==> src/upsample_macros.svh <==
`ifndef UPSAMPLE_MACROS_SVH
`define UPSAMPLE_MACROS_SVH

// Input samples per beat
`define UPS_LANES 4

// Sample and coefficient widths
`define UPS_SAMPLE_W 12
`define UPS_COEFF_W 16

// Coefficients are Q1.15
`define UPS_FRAC 15

// Half-band pair coefficients, centre outwards; they sum to 2**14
`define UPS_C0 (20070)
`define UPS_C1 (-5160)
`define UPS_C2 (1830)
`define UPS_C3 (-356)

`endif
==> src/upsample_pkg.sv <==
`include "upsample_macros.svh"

package upsample_pkg;

    // Scalar types
    typedef logic signed [`UPS_SAMPLE_W-1:0] sample_t;
    typedef logic signed [`UPS_SAMPLE_W:0] pair_t;
    typedef logic signed [`UPS_COEFF_W-1:0] coeff_t;
    typedef logic signed [`UPS_SAMPLE_W+`UPS_COEFF_W:0] prod_t;
    typedef logic signed [`UPS_SAMPLE_W+`UPS_COEFF_W+3:0] acc_t;

    // Beats, lane 0 oldest in the low bits
    typedef logic [`UPS_LANES*`UPS_SAMPLE_W-1:0] in_beat_t;
    typedef logic [2*`UPS_LANES*`UPS_SAMPLE_W-1:0] out_beat_t;

    // Eleven samples x[4m-3] .. x[4m+7], index 0 is the oldest
    typedef struct packed {
        sample_t [3*`UPS_LANES-2:0] s;
    } window_t;

    // Pair sums indexed [lane][tap]
    typedef struct packed {
        sample_t [`UPS_LANES-1:0] centre;
        pair_t [`UPS_LANES-1:0][3:0] pair;
    } preadd_t;

    // Weighted pairs indexed [lane][tap]
    typedef struct packed {
        sample_t [`UPS_LANES-1:0] centre;
        prod_t [`UPS_LANES-1:0][3:0] prod;
    } product_t;

endpackage

==> src/upsample_top.sv <==
`timescale 1ns/1ps

module upsample_top (
    input  logic                     clk_i,
    input  logic                     rst_n_i,
    input  upsample_pkg::in_beat_t   data_i,
    output upsample_pkg::out_beat_t  data_o
);
    import upsample_pkg::*;

    window_t  window;
    preadd_t  preadd;
    product_t product;

    // Window is combinational from the beat registers
    sample_history i_history (
        .clk_i    (clk_i),
        .rst_n_i  (rst_n_i),
        .data_i   (data_i),
        .window_o (window)
    );

    halfband_preadd i_preadd (
        .clk_i    (clk_i),
        .rst_n_i  (rst_n_i),
        .window_i (window),
        .preadd_o (preadd)
    );

    halfband_mac i_mac (
        .clk_i     (clk_i),
        .rst_n_i   (rst_n_i),
        .preadd_i  (preadd),
        .product_o (product)
    );

    // Final stage interleaves and registers the output beat
    halfband_output i_output (
        .clk_i     (clk_i),
        .rst_n_i   (rst_n_i),
        .product_i (product),
        .data_o    (data_o)
    );

endmodule

==> src/halfband_output.sv <==
`timescale 1ns/1ps
`include "upsample_macros.svh"

module halfband_output (
    input  logic                    clk_i,
    input  logic                    rst_n_i,
    input  upsample_pkg::product_t  product_i,
    output upsample_pkg::out_beat_t data_o
);
    import upsample_pkg::*;

    // Rounding constant and clamp limits
    localparam acc_t half_lsb = acc_t'(1) <<< (`UPS_FRAC-1);
    localparam acc_t sat_hi = acc_t'((1 << (`UPS_SAMPLE_W-1)) - 1);
    localparam acc_t sat_lo = -sat_hi - acc_t'(1);

    acc_t      acc [`UPS_LANES];
    acc_t      scaled [`UPS_LANES];
    sample_t   filt [`UPS_LANES];
    out_beat_t beat_d;
    out_beat_t beat_q;

    // Per-lane sum of the four weighted pairs
    always_comb begin
        for (int i = 0; i < `UPS_LANES; i++) begin
            acc[i] = '0;
            for (int j = 0; j < 4; j++) begin
                acc[i] = acc[i] + acc_t'(product_i.prod[i][j]);
            end
        end
    end

    // Round half up, drop the fraction, then clamp to the sample range
    always_comb begin
        for (int i = 0; i < `UPS_LANES; i++) begin
            scaled[i] = (acc[i] + half_lsb) >>> `UPS_FRAC;
            if (scaled[i] > sat_hi) begin
                filt[i] = sample_t'(sat_hi);
            end else if (scaled[i] < sat_lo) begin
                filt[i] = sample_t'(sat_lo);
            end else begin
                filt[i] = sample_t'(scaled[i]);
            end
        end
    end

    // Even output lanes take the input samples, odd lanes the interpolated ones
    always_comb begin
        beat_d = '0;
        for (int i = 0; i < `UPS_LANES; i++) begin
            beat_d[2*i*`UPS_SAMPLE_W +: `UPS_SAMPLE_W] = product_i.centre[i];
            beat_d[(2*i+1)*`UPS_SAMPLE_W +: `UPS_SAMPLE_W] = filt[i];
        end
    end

    always_ff @(posedge clk_i) begin
        if (!rst_n_i) begin
            beat_q <= '0;
        end else begin
            beat_q <= beat_d;
        end
    end

    assign data_o = beat_q;

endmodule

==> src/halfband_mac.sv <==
`timescale 1ns/1ps
`include "upsample_macros.svh"

module halfband_mac (
    input  logic                    clk_i,
    input  logic                    rst_n_i,
    input  upsample_pkg::preadd_t   preadd_i,
    output upsample_pkg::product_t  product_o
);
    import upsample_pkg::*;

    // Entry j weights the pair j samples away from the centre
    localparam coeff_t [3:0] coeff_tab = {
        coeff_t'(`UPS_C3),
        coeff_t'(`UPS_C2),
        coeff_t'(`UPS_C1),
        coeff_t'(`UPS_C0)
    };

    product_t product_q;

    always_ff @(posedge clk_i) begin
        if (!rst_n_i) begin
            product_q <= '0;
        end else begin
            // Centre samples ride along to stay aligned with their lane
            product_q.centre <= preadd_i.centre;
            for (int i = 0; i < `UPS_LANES; i++) begin
                for (int j = 0; j < 4; j++) begin
                    product_q.prod[i][j] <= prod_t'(preadd_i.pair[i][j])
                                          * prod_t'(coeff_tab[j]);
                end
            end
        end
    end

    assign product_o = product_q;

endmodule

==> src/halfband_preadd.sv <==
`timescale 1ns/1ps
`include "upsample_macros.svh"

module halfband_preadd (
    input  logic                   clk_i,
    input  logic                   rst_n_i,
    input  upsample_pkg::window_t  window_i,
    output upsample_pkg::preadd_t  preadd_o
);
    import upsample_pkg::*;

    preadd_t preadd_q;
    preadd_t preadd_d;

    // Symmetric taps fold into one sum per coefficient
    // Lane i sits at window index i+3, its pair for tap j is x[k-j] + x[k+1+j]
    always_comb begin
        for (int i = 0; i < `UPS_LANES; i++) begin
            preadd_d.centre[i] = window_i.s[i+`UPS_LANES-1];
            for (int j = 0; j < 4; j++) begin
                preadd_d.pair[i][j] = pair_t'(window_i.s[i+3-j])
                                    + pair_t'(window_i.s[i+4+j]);
            end
        end
    end

    always_ff @(posedge clk_i) begin
        if (!rst_n_i) begin
            preadd_q <= '0;
        end else begin
            preadd_q <= preadd_d;
        end
    end

    assign preadd_o = preadd_q;

endmodule

==> src/sample_history.sv <==
`timescale 1ns/1ps
`include "upsample_macros.svh"

module sample_history (
    input  logic                    clk_i,
    input  logic                    rst_n_i,
    input  upsample_pkg::in_beat_t  data_i,
    output upsample_pkg::window_t   window_o
);
    import upsample_pkg::*;

    // Newest beat m+1, middle beat m, and the top three lanes of beat m-1
    in_beat_t newest_q;
    in_beat_t middle_q;
    logic [(`UPS_LANES-1)*`UPS_SAMPLE_W-1:0] tail_q;

    always_ff @(posedge clk_i) begin
        if (!rst_n_i) begin
            newest_q <= '0;
            middle_q <= '0;
            tail_q   <= '0;
        end else begin
            newest_q <= data_i;
            middle_q <= newest_q;
            // Lane 0 of the older beat is outside every filter span
            tail_q   <= middle_q[`UPS_SAMPLE_W +: (`UPS_LANES-1)*`UPS_SAMPLE_W];
        end
    end

    // Window index w maps to sample x[4m-3+w]
    always_comb begin
        for (int i = 0; i < `UPS_LANES-1; i++) begin
            window_o.s[i] = tail_q[i*`UPS_SAMPLE_W +: `UPS_SAMPLE_W];
        end
        for (int i = 0; i < `UPS_LANES; i++) begin
            window_o.s[`UPS_LANES-1+i] = middle_q[i*`UPS_SAMPLE_W +: `UPS_SAMPLE_W];
            window_o.s[2*`UPS_LANES-1+i] = newest_q[i*`UPS_SAMPLE_W +: `UPS_SAMPLE_W];
        end
    end

endmodule

==> config.mk <==
export PLATFORM = sky130hd
export DESIGN_NAME = upsample_top
export DESIGN_NICKNAME = d
export VERILOG_FILES = /design/src/upsample_pkg.sv /design/src/upsample_top.sv /design/src/halfband_output.sv /design/src/halfband_mac.sv /design/src/halfband_preadd.sv /design/src/sample_history.sv
export VERILOG_INCLUDE_DIRS = /design/src /design/src/src
export SDC_FILE = /design/constraint.sdc
export NUM_CORES = 2
export LEC_CHECK = 0
export ABC_CLOCK_PERIOD_IN_PS = 5390
export BUFFER_PORTS_ARGS = -buffer_cell sky130_fd_sc_hd__buf_4
export CORE_MARGIN = 1
export CORE_UTILIZATION = 50
export DETAILED_ROUTE_END_ITERATION = 6
export PLACE_DENSITY = 0.78
export SLEW_MARGIN = 30
export SYNTH_ARGS = -nofsm -noshare
export SYNTH_HDL_FRONTEND = slang
export SYNTH_SLANG_ARGS = --single-unit
export TNS_END_PERCENT = 100
==> constraint.sdc <==
create_clock -name clk_i -period 5.39 [get_ports clk_i]
set_input_delay 1.078 -clock clk_i [delete_from_list [all_inputs] [get_ports clk_i]]
set_output_delay 1.078 -clock clk_i [all_outputs]
set_load 0.01 [all_outputs]
==> impl_metrics.ini <==
[clocking]
clockBufferDepth = 3
clk_latency_ns = 0.74
clock_sinks = 884
cts_tree = yes
clockRootBuffer = clkbuf_16
cts-htree-levels = 3
numCtsBuffers = 103
clkTransAtPathRegs_ns = 0.07

[finish]
layout_commonest_cell = inv_1
drive_gt1_share_pct = 7.53
post-route-cell-area_mm2 = 0.0957
area_delta_synth_final_pct = 10.8
final_nets = 12086
nFillCells = 14849
seqCellArea_mm2 = 0.0177
utilization_pct = 55.8
final_cell_mix = inv_1 (2,219), ha_1 (1,577), fa_1 (1,010)
instances_no_fill = 11827
multiInputGateArea_mm2 = 0.0605

[timing]
relSlewSlack_pct = 33.0
finalCriticalPeriod_ns = 5.53
fin_skew_ns = 0.0382
fmax_ghz = 0.181
rsz0062_at_grt = yes
worstMarginPinSlew_ns = 1.00
worst_slack_ns = -0.143
drv_slew = 0
final_hold_viol_count = 0
setup_viol = 2
fin_crit_sh_pct = 103
setup_tns_ns = -0.236

[routing]
drc = 0
vias = 59622
drt_iter0_drc = 2849
finalWirelength_um = 213000
drt_pass1_iterations = 6
viasPerCell = 5.04
avgRoutedWirePerCell_um = 18.0
ant_nets = 0

[hold_path]
hold_depth = 1
min_path_type = register to register

[floorplanning]
initial_utilization_pct = 50.3
die_area_mm2 = 0.174
die_h_um = 418
placementRows = 152
die_x_um = 418
coreArea_mm2 = 0.172
io_pins = 146

[grt]
overflow = 0
grt_util_all_layers_pct = 24.8
grt_pass1_wl_um = 338000
grt_pass1_vias = 63325
antenna_found_initial = 10
grt_max_degree = 152

[placement]
place_hpwl_um = 177000
dp_slack_ns = -0.479
place_area_mm2 = 0.0912
gp_congestion = 0.982
port_buffers = 145
place_inst = 11617

[synthesis]
ys_ff_latch = 884
ys_warn_count = 0
synth.avg_cell_area_um2 = 9.49
synth_top_area_share_pct = 23.5
yosysTopAreaCell = fa_1
async_flop_share_pct = 0
synth_flop_cell = dfxtp_1
synth_fp_nets = 11764
syn-instance-count = 9098
yosysSeqAreaShare_pct = 20.5
syn_area_mm2 = 0.0863
synth_edf_count = 0
synthTopCellsByArea = fa_1 (23%), ha_1 (23%), dfxtp_1 (20%), inv_1 (9.7%), xnor2_1 (3.0%)
ys_types = 80

[worst_setup_path]
ff2ff_path_depth = 20
cp_max_fo = 3
crit_type = register to register
crit_path_start_kind = register
worstPathRequired_ns = 6.01
worstSetupEndpointType = register
worstPathArrival_ns = 6.15

[run_status]
violations = negative setup slack
status = finished with violations

[power_and_ir_drop]
power.density_mw_per_mm2 = 456
p_leak_nw = 50.4
vdd_ir_drop_max_v = 0.000482

[run]
drv_cap = 0
-- layout make-up --
cell class | instances | share of cell area, %
clock buffers | 119 | 2.89
clock inverters | 70 | 0.948
multi-input cells | 5878 | 63.2
flip-flops and latches | 884 | 18.5
inverters | 2226 | 8.74
well taps | 2310 | 3.02
diodes | 13 | 0.0340
repair buffers | 327 | 2.62
-- cells in the mapped netlist, types with 21 or more instances --
cell type / n
a2111oi_0: 21
a211oi_1: 30
a21boi_0: 50
a21o_1: 128
a21oi_1: 326
a31oi_1: 26
and2_1: 342
and3_1: 32
clkbuf_1: 96
dfxtp_1: 884
fa_1: 1012
ha_1: 1604
inv_1: 2226
mux2_2: 21
nand2_1: 225
nand2b_1: 70
nand3_1: 88
nor2_1: 572
nor2b_1: 87
nor3_1: 190
nor3b_1: 23
o21a_1: 38
o21ai_0: 237
o21bai_1: 34
or2_2: 24
or3_1: 26
xnor2_1: 294
xor2_1: 177
-- kinds of logic after synthesis --
family / after synthesis / share of synthesized area [%]
xor gates and xnor gates: 471 / 4.78
DFF: 884 / 20.5
adders and majority gates: 2616 / 46.7
muxes: 30 / 0.378
and+or+nand+nor: 1717 / 9.82
buffers and inverters: 2336 / 10.2
AOI/OAI and AO/OA: 1044 / 7.63
-- path summary, 6_finish.rpt --
check                                          from                         endpoint  slack, ns
setup reg to reg  i_preadd.preadd_o[159]$_SDFF_PN0_  i_mac.product_o[376]$_SDFF_PN0_      -0.14
setup / recovery  i_preadd.preadd_o[159]$_SDFF_PN0_  i_mac.product_o[376]$_SDFF_PN0_      -0.14
hold reg to reg     i_mac.product_o[500]$_SDFF_PN0_   i_output.data_o[72]$_SDFF_PN0_       0.42
hold / removal      i_mac.product_o[500]$_SDFF_PN0_   i_output.data_o[72]$_SDFF_PN0_       0.42
-- power breakdown --
group          total (mW)  switching [mW]  internal, mW
clock network        7.60            3.11          4.48
registers            8.67           0.869          7.80
logic                27.4            15.4          12.0
total                43.6            19.4          24.2
-- worst max-delay path, stage by stage, from the launching register on --
cell       delay (ns)
dfxtp_2          0.34
fa_1             0.50
ha_2             0.21
fa_1             0.59
inv_2            0.06
fa_1             0.52
inv_2            0.04
fa_1             0.53
fa_1             0.43
ha_1             0.31
o211ai_1         0.16
nand3b_1         0.15
o21ai_2          0.09
a311oi_4         0.38
o31ai_4          0.14
a2111oi_4        0.34
a2111o_1         0.20
nand2_2          0.07
a21oi_2          0.14
o21a_1           0.16
nor3_2           0.04
-- registers in the layout (all words and copies together) (netlist names) --
signal and flops:
i_history.newest_q 48, i_output.data_o 96, i_history.middle_q 48, i_mac.product_o 436, i_history.tail_q 36, i_preadd.preadd_o 220
-- repair_timing --
| action | in CTS | in global routing |
|---|---|---|
| buffers inserted | 2 | 8 |
| cloned | 0 | 0 |
| pin swaps | 5 | 63 |
| endpoints found under the setup margin | 8 | 56 |
| hold buffers | 0 | 0 |
| resized for setup | 12 | 157 |
-- through the flow --
step	hold slack (ns)	power (mW)
3_5_place_dp	0.419	35.4
5_1_grt	0.427	48.0
6_report	0.417	43.6
3_3_place_gp	0.414	34.4
4_1_cts	0.416	43.5
2_1_floorplan	0.412	28.8
-- routing by layer --
layer  up-vias  GRT usage [%]  share of wire, %
li1      29271              -                 -
met1     28744           30.3                42
met2      1158           42.0                47
met3       447           3.19               4.3
met4         2           14.6               6.7
met5         -              0            0.0033
No activity file was read; power rests on OpenSTA's default activity.
